[config.mk]
export PLATFORM = sky130hd
export DESIGN_NAME = int_divider
export DESIGN_NICKNAME = d
export VERILOG_FILES = /design/src/logic/div_pkg.sv /design/src/logic/div_ctrl.sv /design/src/logic/div_operand_prep.sv /design/src/logic/div_radix_stage.sv /design/src/logic/div_result_fixup.sv /design/src/logic/int_divider.sv
export VERILOG_INCLUDE_DIRS = /design/src /design/src/logic
export SDC_FILE = /design/constraint.sdc
export NUM_CORES = 2
export LEC_CHECK = 0
export ABC_AREA = 0
export BUFFER_PORTS_ARGS = -buffer_cell sky130_fd_sc_hd__buf_4
export CORE_UTILIZATION = 40
export DETAILED_ROUTE_END_ITERATION = 16
export PLACE_DENSITY_LB_ADDON = 0.08
export SLEW_MARGIN = 40
export SYNTH_ARGS = -nofsm -noshare
export SYNTH_HDL_FRONTEND = slang
export SYNTH_SLANG_ARGS = --single-unit
[constraint.sdc]
create_clock -name clk_i -period 29.5 [get_ports clk_i]
set_input_delay 5.9 -clock clk_i [delete_from_list [all_inputs] [get_ports clk_i]]
set_output_delay 5.9 -clock clk_i [all_outputs]
set_load 0.1 [all_outputs]
[src/logic/div_defines.svh]
// Integer divider defines

`ifndef DIV_DEFINES_SVH
`define DIV_DEFINES_SVH

// ========================================
// datapath sizing
// ========================================

// operand and result width
`define DIV_XLEN 64

// quotient bits retired per step cycle
`define DIV_BITS_PER_STEP 8

// ========================================
// derived values
// ========================================

// step cycles for a full quotient
`define DIV_STEPS (`DIV_XLEN / `DIV_BITS_PER_STEP)

`endif

[src/logic/div_pkg.sv]
// Integer divider types

`default_nettype none

`include "div_defines.svh"

package div_pkg;

    // ========================================
    // data types
    // ========================================

    // one full-width data word
    typedef logic [`DIV_XLEN-1:0] bus64_t;

    // operation codes
    // bit 1 selects the remainder, bit 0 selects unsigned
    typedef enum logic [1:0] {
        DIV_OP_DIV  = 2'b00,
        DIV_OP_DIVU = 2'b01,
        DIV_OP_REM  = 2'b10,
        DIV_OP_REMU = 2'b11
    } div_op_t;

endpackage

`default_nettype wire

[src/logic/div_ctrl.sv]
// Divider control FSM

`default_nettype none

`include "div_defines.svh"

module div_ctrl (
    input  logic clk_i,
    input  logic rst_n_i,
    input  logic start_i,
    input  logic neg_quot_i,
    input  logic neg_rem_i,
    input  logic sel_rem_i,
    output logic load_o,
    output logic step_o,
    output logic fix_o,
    output logic busy_o,
    output logic done_o,
    output logic neg_quot_o,
    output logic neg_rem_o,
    output logic sel_rem_o
);

    localparam int CNT_W = $clog2(`DIV_STEPS);

    typedef enum logic [1:0] {
        ST_IDLE,
        ST_STEP,
        ST_FIX,
        ST_DONE
    } state_t;

    state_t             state_q;
    state_t             state_nxt;
    logic [CNT_W-1:0]   step_cnt_q;
    logic               last_step;
    logic               accept;
    logic               done_q;
    logic               neg_quot_q;
    logic               neg_rem_q;
    logic               sel_rem_q;

    // start only counts while idle
    assign accept    = (state_q == ST_IDLE) & start_i;
    assign last_step = (step_cnt_q == CNT_W'(`DIV_STEPS - 1));

    // ========================================
    // next state
    // ========================================
    always_comb begin
        state_nxt = state_q;
        case (state_q)
            ST_IDLE: begin
                if (accept) begin
                    state_nxt = ST_STEP;
                end
            end
            ST_STEP: begin
                if (last_step) begin
                    state_nxt = ST_FIX;
                end
            end
            ST_FIX: begin
                state_nxt = ST_DONE;
            end
            // stay until the done pulse has been driven
            ST_DONE: begin
                if (done_q) begin
                    state_nxt = ST_IDLE;
                end
            end
            default: begin
                state_nxt = ST_IDLE;
            end
        endcase
    end

    // ========================================
    // state, counter and flags
    // ========================================
    always_ff @(posedge clk_i) begin
        if (!rst_n_i) begin
            state_q    <= ST_IDLE;
            step_cnt_q <= '0;
            done_q     <= 1'b0;
            neg_quot_q <= 1'b0;
            neg_rem_q  <= 1'b0;
            sel_rem_q  <= 1'b0;
        end else begin
            state_q <= state_nxt;
            // one cycle pulse on entering the done phase
            done_q  <= (state_q == ST_DONE) & ~done_q;
            if (accept) begin
                step_cnt_q <= '0;
                // operands may change once the division is running
                neg_quot_q <= neg_quot_i;
                neg_rem_q  <= neg_rem_i;
                sel_rem_q  <= sel_rem_i;
            end else if (state_q == ST_STEP) begin
                step_cnt_q <= step_cnt_q + 1'b1;
            end
        end
    end

    // stage captures operands on the accepting edge
    assign load_o = accept;
    assign step_o = (state_q == ST_STEP);
    assign fix_o  = (state_q == ST_FIX);
    assign busy_o = (state_q != ST_IDLE);
    assign done_o = done_q;

    assign neg_quot_o = neg_quot_q;
    assign neg_rem_o  = neg_rem_q;
    assign sel_rem_o  = sel_rem_q;

endmodule

`default_nettype wire

[src/logic/div_operand_prep.sv]
// Divider operand preparation

`default_nettype none

module div_operand_prep (
    input  div_pkg::div_op_t op_i,
    input  div_pkg::bus64_t  dividend_i,
    input  div_pkg::bus64_t  divisor_i,
    output div_pkg::bus64_t  abs_dividend_o,
    output div_pkg::bus64_t  abs_divisor_o,
    output logic             neg_quot_o,
    output logic             neg_rem_o,
    output logic             sel_rem_o
);

    import div_pkg::*;

    logic is_signed;
    logic dividend_neg;
    logic divisor_neg;
    logic divisor_zero;

    // signed forms are DIV and REM
    assign is_signed = (op_i == DIV_OP_DIV) || (op_i == DIV_OP_REM);

    // remainder forms are REM and REMU
    assign sel_rem_o = (op_i == DIV_OP_REM) || (op_i == DIV_OP_REMU);

    // sign bits only count for signed forms
    assign dividend_neg = is_signed & dividend_i[$bits(bus64_t)-1];
    assign divisor_neg  = is_signed & divisor_i[$bits(bus64_t)-1];

    assign divisor_zero = (divisor_i == '0);

    // magnitudes for the unsigned core
    // the most negative value maps onto itself, which is its magnitude unsigned
    assign abs_dividend_o = dividend_neg ? -dividend_i : dividend_i;
    assign abs_divisor_o  = divisor_neg ? -divisor_i : divisor_i;

    // quotient sign flips on differing signs
    // a zero divisor keeps the all-ones quotient untouched
    assign neg_quot_o = (dividend_neg ^ divisor_neg) & ~divisor_zero;

    // remainder takes the sign of the dividend
    assign neg_rem_o = dividend_neg;

endmodule

`default_nettype wire

[src/logic/div_radix_stage.sv]
// Restoring division stage

`default_nettype none

`include "div_defines.svh"

module div_radix_stage (
    input  logic            clk_i,
    input  logic            rst_n_i,
    input  logic            load_i,
    input  logic            step_i,
    input  div_pkg::bus64_t dividend_i,
    input  div_pkg::bus64_t divisor_i,
    output div_pkg::bus64_t quotient_o,
    output div_pkg::bus64_t remainder_o
);

    import div_pkg::*;

    // partial remainder
    bus64_t rem_q;
    // dividend shifts out at the top while quotient bits enter at the bottom
    bus64_t dq_q;
    bus64_t dvs_q;

    bus64_t rem_nxt;
    bus64_t dq_nxt;

    // ========================================
    // combinational compare-subtract chain
    // ========================================
    always_comb begin : chain
        // one spare bit, the shifted remainder can exceed the word
        logic [`DIV_XLEN:0] shifted;
        bus64_t             rem_v;
        bus64_t             dq_v;
        logic               q_bit;
        rem_v = rem_q;
        dq_v  = dq_q;
        for (int i = 0; i < `DIV_BITS_PER_STEP; i++) begin
            // bring down the next dividend bit
            shifted = {rem_v, dq_v[`DIV_XLEN-1]};
            q_bit   = (shifted >= {1'b0, dvs_q});
            if (q_bit) begin
                shifted = shifted - {1'b0, dvs_q};
            end
            // result is below the divisor so the spare bit is clear
            rem_v = shifted[`DIV_XLEN-1:0];
            dq_v  = {dq_v[`DIV_XLEN-2:0], q_bit};
        end
        rem_nxt = rem_v;
        dq_nxt  = dq_v;
    end

    // ========================================
    // working registers
    // ========================================
    always_ff @(posedge clk_i) begin
        if (!rst_n_i) begin
            rem_q <= '0;
            dq_q  <= '0;
            dvs_q <= '0;
        end else if (load_i) begin
            rem_q <= '0;
            dq_q  <= dividend_i;
            dvs_q <= divisor_i;
        end else if (step_i) begin
            rem_q <= rem_nxt;
            dq_q  <= dq_nxt;
        end
    end

    // after the last step the combined register is the whole quotient
    assign quotient_o  = dq_q;
    assign remainder_o = rem_q;

endmodule

`default_nettype wire

[src/logic/div_result_fixup.sv]
// Divider sign fixup and result

`default_nettype none

module div_result_fixup (
    input  logic            clk_i,
    input  logic            rst_n_i,
    input  logic            fix_i,
    input  div_pkg::bus64_t quotient_i,
    input  div_pkg::bus64_t remainder_i,
    input  logic            neg_quot_i,
    input  logic            neg_rem_i,
    input  logic            sel_rem_i,
    output div_pkg::bus64_t result_o
);

    import div_pkg::*;

    bus64_t quot_signed;
    bus64_t rem_signed;
    bus64_t result_sel;
    bus64_t result_q;

    // ========================================
    // sign correction
    // ========================================

    // two's complement negation of the unsigned magnitude
    assign quot_signed = neg_quot_i ? -quotient_i : quotient_i;
    assign rem_signed  = neg_rem_i ? -remainder_i : remainder_i;

    // REM and REMU take the remainder
    assign result_sel = sel_rem_i ? rem_signed : quot_signed;

    // ========================================
    // result register
    // ========================================

    // holds until the next division finishes
    always_ff @(posedge clk_i) begin
        if (!rst_n_i) begin
            result_q <= '0;
        end else if (fix_i) begin
            result_q <= result_sel;
        end
    end

    assign result_o = result_q;

endmodule

`default_nettype wire

[src/logic/int_divider.sv]
// Multi-cycle integer divider

`default_nettype none

module int_divider (
    input  logic             clk_i,
    input  logic             rst_n_i,
    input  logic             start_i,
    input  div_pkg::div_op_t op_i,
    input  div_pkg::bus64_t  dividend_i,
    input  div_pkg::bus64_t  divisor_i,
    output logic             busy_o,
    output logic             done_o,
    output div_pkg::bus64_t  result_o
);

    import div_pkg::*;

    // prepared operands and flags, valid while start is high
    bus64_t abs_dividend;
    bus64_t abs_divisor;
    logic   neg_quot;
    logic   neg_rem;
    logic   sel_rem;

    // flags held for the whole division
    logic   neg_quot_lat;
    logic   neg_rem_lat;
    logic   sel_rem_lat;

    logic   load;
    logic   step;
    logic   fix;

    bus64_t quotient;
    bus64_t remainder;

    // ========================================
    // operand decode
    // ========================================
    div_operand_prep u_prep (
        .op_i           (op_i),
        .dividend_i     (dividend_i),
        .divisor_i      (divisor_i),
        .abs_dividend_o (abs_dividend),
        .abs_divisor_o  (abs_divisor),
        .neg_quot_o     (neg_quot),
        .neg_rem_o      (neg_rem),
        .sel_rem_o      (sel_rem)
    );

    // ========================================
    // control
    // ========================================
    div_ctrl u_ctrl (
        .clk_i      (clk_i),
        .rst_n_i    (rst_n_i),
        .start_i    (start_i),
        .neg_quot_i (neg_quot),
        .neg_rem_i  (neg_rem),
        .sel_rem_i  (sel_rem),
        .load_o     (load),
        .step_o     (step),
        .fix_o      (fix),
        .busy_o     (busy_o),
        .done_o     (done_o),
        .neg_quot_o (neg_quot_lat),
        .neg_rem_o  (neg_rem_lat),
        .sel_rem_o  (sel_rem_lat)
    );

    // ========================================
    // datapath
    // ========================================
    div_radix_stage u_stage (
        .clk_i       (clk_i),
        .rst_n_i     (rst_n_i),
        .load_i      (load),
        .step_i      (step),
        .dividend_i  (abs_dividend),
        .divisor_i   (abs_divisor),
        .quotient_o  (quotient),
        .remainder_o (remainder)
    );

    div_result_fixup u_fixup (
        .clk_i       (clk_i),
        .rst_n_i     (rst_n_i),
        .fix_i       (fix),
        .quotient_i  (quotient),
        .remainder_i (remainder),
        .neg_quot_i  (neg_quot_lat),
        .neg_rem_i   (neg_rem_lat),
        .sel_rem_i   (sel_rem_lat),
        .result_o    (result_o)
    );

endmodule

`default_nettype wire

======== Word level (Yosys, flattened, before mapping) ========
Cells that the tools add are included.
storage, ports and cells
  flip-flop bits (word level) ............. 265
  input bits .............................. 133
  output and inout bits ................... 66
operators by class
  add/subtract/negate cells ............... 13
  magnitude comparators ................... 8
  equal/unequal tests ..................... 9
  multiplexer cells ....................... 19
  bitwise logic cells ..................... 9
  reductions and logical operators ........ 9
operators with widths
  operator             number
  $mux 64              15
  $ge 65x64->1         8
  $sub 64x64->64       8
  $neg 64->64          4
  $logic_not 64->1     1
  $eq 2x2->1 const B   4
  $pmux 2 s4           1
  $mux 2               3
  $and 1x1->1          5
  $logic_not 2->1      2
  $ne 2x1->1 const B   2
  $reduce_bool 2->1    2
  $add 3x1->3 const B  1
  $eq 3x3->1 const B   1
  $not 1->1            3
  $reduce_and 3->1     1
  $eq 2x1->1 const B   1
  $logic_or 1x1->1     2
  $ne 2x2->1 const B   1
  $reduce_or 2->1      1
  $xor 1x1->1          1

======== Logic depth before layout (Yosys ltp) ========
  depth in word-level cells ............... 17
  depth in mapped cells ................... 147
  gate-level depth less buffers ........... 125

======== Cells and area by module ========
A second synthesis with hierarchy kept.
second synthesis, totals
  cells, all modules ...................... 6898
  area, all modules ....................... 50542.2 um2
modules (own cells, without submodules)
  module            times used  cells each  area an instance (um2)  seq. area each (um2)
  div_radix_stage   1           5610        41183.2                 3843.7
  div_result_fixup  1           759         5783.0                  1281.2
  div_operand_prep  1           481         3133.0                  0.0
  div_ctrl          1           48          442.9                   180.2

======== Worst setup path before layout ========
OpenSTA, ideal clock, no wires.
  path kind ............................... reg-to-reg
  from .................................... register u_stage.dvs_q[1]
  to ...................................... register u_stage.rem_q[62], in the netlist u_stage.remainder_o[62]
  setup time .............................. 0.125 ns
  arrival ................................. 28.505 ns
  required time ........................... 29.375 ns
  slack ................................... 0.870 ns
  stages on the path, launching flop included .. 137
  path buffers ............................ 22
  cell sequence ........................... dfxtp_1 > inv_1 > ha_1 > nor2b_1 > o2111ai_1 > a21bo_2 > nand3_2 > o41a_1 > a21oi_4 > o32ai_2 > o21ai_0 > clkbuf_1 > clkbuf_1 > clkbuf_1 > nor2_1 > a21oi_1 > inv_1 > ha_1 > [101 not listed] > a21o_1 > a21oi_1 > o21ai_0 > a2111oi_0 > nand4b_1 > a41oi_1 > o31ai_1 > or3_1 > a32oi_1 > a311oi_1 > o21ai_0 > o21a_1 > a31oi_1 > a21oi_1 > nor4bb_1 > a21oi_1 > nor3b_1 > a211oi_1
on the way
  longest elaborated chain between the ends .. 16
  elaborated cells between the ends (all ways) .. 24
ends and longest elaborated chain
  what                                                   line                                          source
  start: declaration                                     div_radix_stage.sv:24                         bus64_t dvs_q;
  start signal: assignment                               div_radix_stage.sv:66                         dvs_q <= divisor_i;
  $sub 64x64->64 / $ge 65x64->1 (equally long branches)  div_radix_stage.sv:45, div_radix_stage.sv:43
  $mux 64                                                div_radix_stage.sv:44                         if (q_bit) begin
  $sub 64x64->64 / $ge 65x64->1 (equally long branches)  div_radix_stage.sv:45, div_radix_stage.sv:43
  $mux 64                                                div_radix_stage.sv:44
  $sub 64x64->64 / $ge 65x64->1 (equally long branches)  div_radix_stage.sv:45, div_radix_stage.sv:43
  $mux 64                                                div_radix_stage.sv:44
  $sub 64x64->64 / $ge 65x64->1 (equally long branches)  div_radix_stage.sv:45, div_radix_stage.sv:43
  $mux 64                                                div_radix_stage.sv:44
  $sub 64x64->64 / $ge 65x64->1 (equally long branches)  div_radix_stage.sv:45, div_radix_stage.sv:43
  $mux 64                                                div_radix_stage.sv:44
  $sub 64x64->64 / $ge 65x64->1 (equally long branches)  div_radix_stage.sv:45, div_radix_stage.sv:43
  $mux 64                                                div_radix_stage.sv:44
  $sub 64x64->64 / $ge 65x64->1 (equally long branches)  div_radix_stage.sv:45, div_radix_stage.sv:43
  $mux 64                                                div_radix_stage.sv:44
  $sub 64x64->64 / $ge 65x64->1 (equally long branches)  div_radix_stage.sv:45, div_radix_stage.sv:43
  $mux 64 (*)                                            div_radix_stage.sv:44
  end signal: assignment                                 div_radix_stage.sv:68                         rem_q <= rem_nxt;
  end: declaration                                       div_radix_stage.sv:21                         bus64_t rem_q;
Every way passes the cells marked *; elsewhere a longest branch is shown, timed or not.
A chain may end at the register's enable or synchronous reset.

======== Final worst setup path ========
  from .................................... register u_stage.dvs_q[3]
  to ...................................... register u_stage.rem_q[62], in the netlist u_stage.remainder_o[62]
The elaborated chain is that of the path after synthesis.

==> results by group <==
Finish
  • Most frequent cells in the layout: 1141 x buf_4, 692 x a21oi_1, 608 x nand2_1
  • Share of cells above drive strength 1: 21.5%
  • Leading cell type in the layout, fill and taps excluded: buf_4
  • Area added between synthesis and finish: 23.2%
  • Final net count: 8389
  • Antenna cells: 0
  • Filler instances: 12510

Logic synthesis
  • Register area share after synthesis: 10.6%
  • Post-synth EDFFs: 0
  • Number of synthesized register bits: 265
  • Async set-reset flop share out of synthesis: 0%
  • Synth cell types: 107
  • Mapped Area: 50100 µm²
  • Mean Syn Cell Area: 7.32 µm²
  • Synth Flop Type: dfxtp_1
  • Yosys warnings: 0
  • Syn Nets: 7513
  • Syn Inst Count: 6849

Global routing
  • Largest net degree at the start of global routing: 166
  • Grt met2 use: 57.4%
  • GRT Util Overall: 34.8%
  • GRT Residual Overflow: 0
  • Routing usage on met1: 47.5%
  • Vias in the first global route: 52719
  • First-pass GRT wire length: 335000 µm
  • Met3 Use GR: 2.55%
  • Busiest layer in global routing: met2
  • Initial antenna violation count: 3

Floorplan
  • Starting Density: 40.4%
  • Die Span X: 356 µm
  • Row cnt: 129
  • Io pins: 199
  • Die area: 127000 µm²
  • Die span in y: 356 µm
  • Core Box Area: 124000 µm²

Timing
  • Clk_skew: 25.8 ps
  • Final worst path period share: 96.3%
  • Final hold vios: 0
  • Unrepaired setup endpoints after global routing: no
  • Fin crit period: 28400 ps
  • Worst Tran Pin Value: 972 ps
  • Max-Slew Margin vs Limit: 35.2%
  • Slew Viols, Final: 0
  • Number of setup violations in the final report: 0
  • Setup_tns: 0 ps
  • Max Fclk: 0.0352 GHz

Worst setup path
  • Critical path arrival: 28930 ps
  • CP Buf/Inv Count: 26
  • CP max stage cell: or4_1
  • Crit end category: register
  • Worst endpoint required time: 30030 ps
  • WS Path Type: register to register
  • CP peak stage delay: 670 ps
  • Top cell by count, worst path: buf_4
  • CP startpoint kind: register
  • Delay-heaviest family, CP: compound AO/OA/AOI/OAI gates
  • Max FO, Critical Path: 17

Job
  • Max-Cap Viols: 0

Drt
  • DRC violations left: 0
  • DRT antenna net count: 0
  • Final WL: 231000 µm
  • DR WL/cell: 24.6 µm
  • Vias per cell: 5.96
  • Total number of vias: 55959
  • DRT Pass-1 Iters: 7
  • 1st-iter DRT viols: 4718

Clock network
  • Clock Path Buffers: 3
  • CTS Root Cell: clkbuf_16
  • Clk sinks: 265
  • Worst-path clk slew: 60 ps
  • CTS Buf Count: 31
  • CTS tree: yes
  • H-tree depth: 1
  • Worst-Skew Late Latency: 650 ps

Placement
  • Routability congestion estimate: 1.02
  • Port bufs: 198
  • Post-DP HPWL: 194000 µm

Status
  • Status: finished clean

Worst hold path
  • Worst hold path type: register to register
-- per-layer routing --
layer	routed length (µm)	share of wire (%)	vias to the layer above
li1	-	-	26968
met1	104000	45	26734
met2	105000	45	1935
met3	13700	5.9	322
met4	9280	4.0	0
met5	0	0	-
-- cells by family (layout without fill, tap and decap cells) --
logic type	count (synthesis)	count (layout)	share of synthesized area, %
simple gates	1934	1934	18.8
compound gates	2333	2333	30.4
fa+ha+maj	531	531	13.4
flops	265	265	10.6
buf+inv	632	1533	4.89
xor+xnor	690	690	12.1
mux	464	464	9.92
-- registers in the layout, summed over array words and instances, names as in the netlist --
signal and cells:
u_fixup.result_o 64, u_stage.dvs_q 64, u_stage.quotient_o 64, u_stage.remainder_o 64, u_ctrl.step_cnt_q 3, u_ctrl.state_q 2, u_ctrl.done_o 1, u_ctrl.neg_quot_o 1
u_ctrl.neg_rem_o 1, u_ctrl.sel_rem_o 1
-- worst reg2reg max path, delay by kind of cell (launching register included) --
| family | cells | cell delay [ps] |
|---|---|---|
| AND/OR/NAND/NOR | 23 | 4940 |
| adder cells (fa/ha/maj) | 8 | 2680 |
| buffers and inverters | 26 | 4260 |
| multiplexers | 6 | 2100 |
| flip-flops | 1 | 330 |
| AO/OA/AOI/OAI | 67 | 13940 |
-- area by class of cell --
cell class                      count  area, µm²  share of cell area [%]
Inverter                          297       1110                    1.81
Tap cell                         1637       2050                    3.32
Sequential cell                   265       5320                    8.61
Clock inverter                     14        174                   0.282
Multi-Input combinational cell   5952      43000                    69.6
Timing Repair Buffer             1178       9260                    15.0
Clock buffer                       44        865                    1.40
-- Yosys cell counts (all sizes together) (24+ instances only) --
library cell | count | area share [%]
o211ai | 69 | 1.1
dfxtp | 265 | 11
buf | 73 | 0.71
o31ai | 84 | 1.3
ha | 523 | 13
or4 | 52 | 0.79
nand2b | 70 | 0.87
xnor2 | 437 | 7.6
nand2 | 610 | 4.6
o21a | 76 | 1.1
and2 | 38 | 0.47
nor2 | 426 | 3.2
o21ai | 491 | 4.9
nand4 | 100 | 1.2
or2 | 28 | 0.35
and4 | 25 | 0.44
a221oi | 24 | 0.42
o21bai | 88 | 1.3
o41ai | 28 | 0.50
nor4 | 39 | 0.50
nor3 | 110 | 1.1
mux2 | 251 | 5.6
clkbuf | 262 | 2.0
o211a | 128 | 2.6
xor2 | 253 | 4.4
nand3 | 151 | 1.5
a21oi | 709 | 7.1
or3 | 60 | 0.76
a21boi | 29 | 0.43
a21o | 314 | 4.7
inv | 297 | 2.2
mux2i | 213 | 4.3
a211oi | 54 | 0.85
nor2b | 127 | 1.6
a31oi | 63 | 0.80
and3 | 65 | 0.81
-- path summary, 6_finish.rpt --
kind,startpoint,end,slack (ps),cells after the start
hold / removal,u_fixup.result_o[60],u_fixup.result_o[60],490,1
setup / recovery,u_stage.dvs_q[3],u_stage.remainder_o[62],1100,130
hold reg to reg,u_fixup.result_o[60],u_fixup.result_o[60],490,1
setup reg to reg,u_stage.dvs_q[3],u_stage.remainder_o[62],1100,130
-- timing repair --
action                                  CTS  global route
buffers inserted                          2            14
endpoints found under the setup margin   64            65
resized for setup                        14           125
cloned                                    0             4
pin swaps                                 1            16
hold buffers                              0             0
-- through the flow --
stage               std cells  setup WS (ps)  hold slack (ps)  cell area, µm²  utilization (%)
global placement         9306           -209              465           59900             48.3
detailed placement       9306           -467              471           59900             48.3
CTS                      9366           63.8              485           61000             49.2
floorplan                6849            870              441           50100                -
finish                   9387           1100              488           61700             49.8
global route             9387           36.8              505           61700             49.8
Power is left out: the tool's default activity adds up to more than one toggle a clock period on the data nets, which glitch-free logic cannot reach.
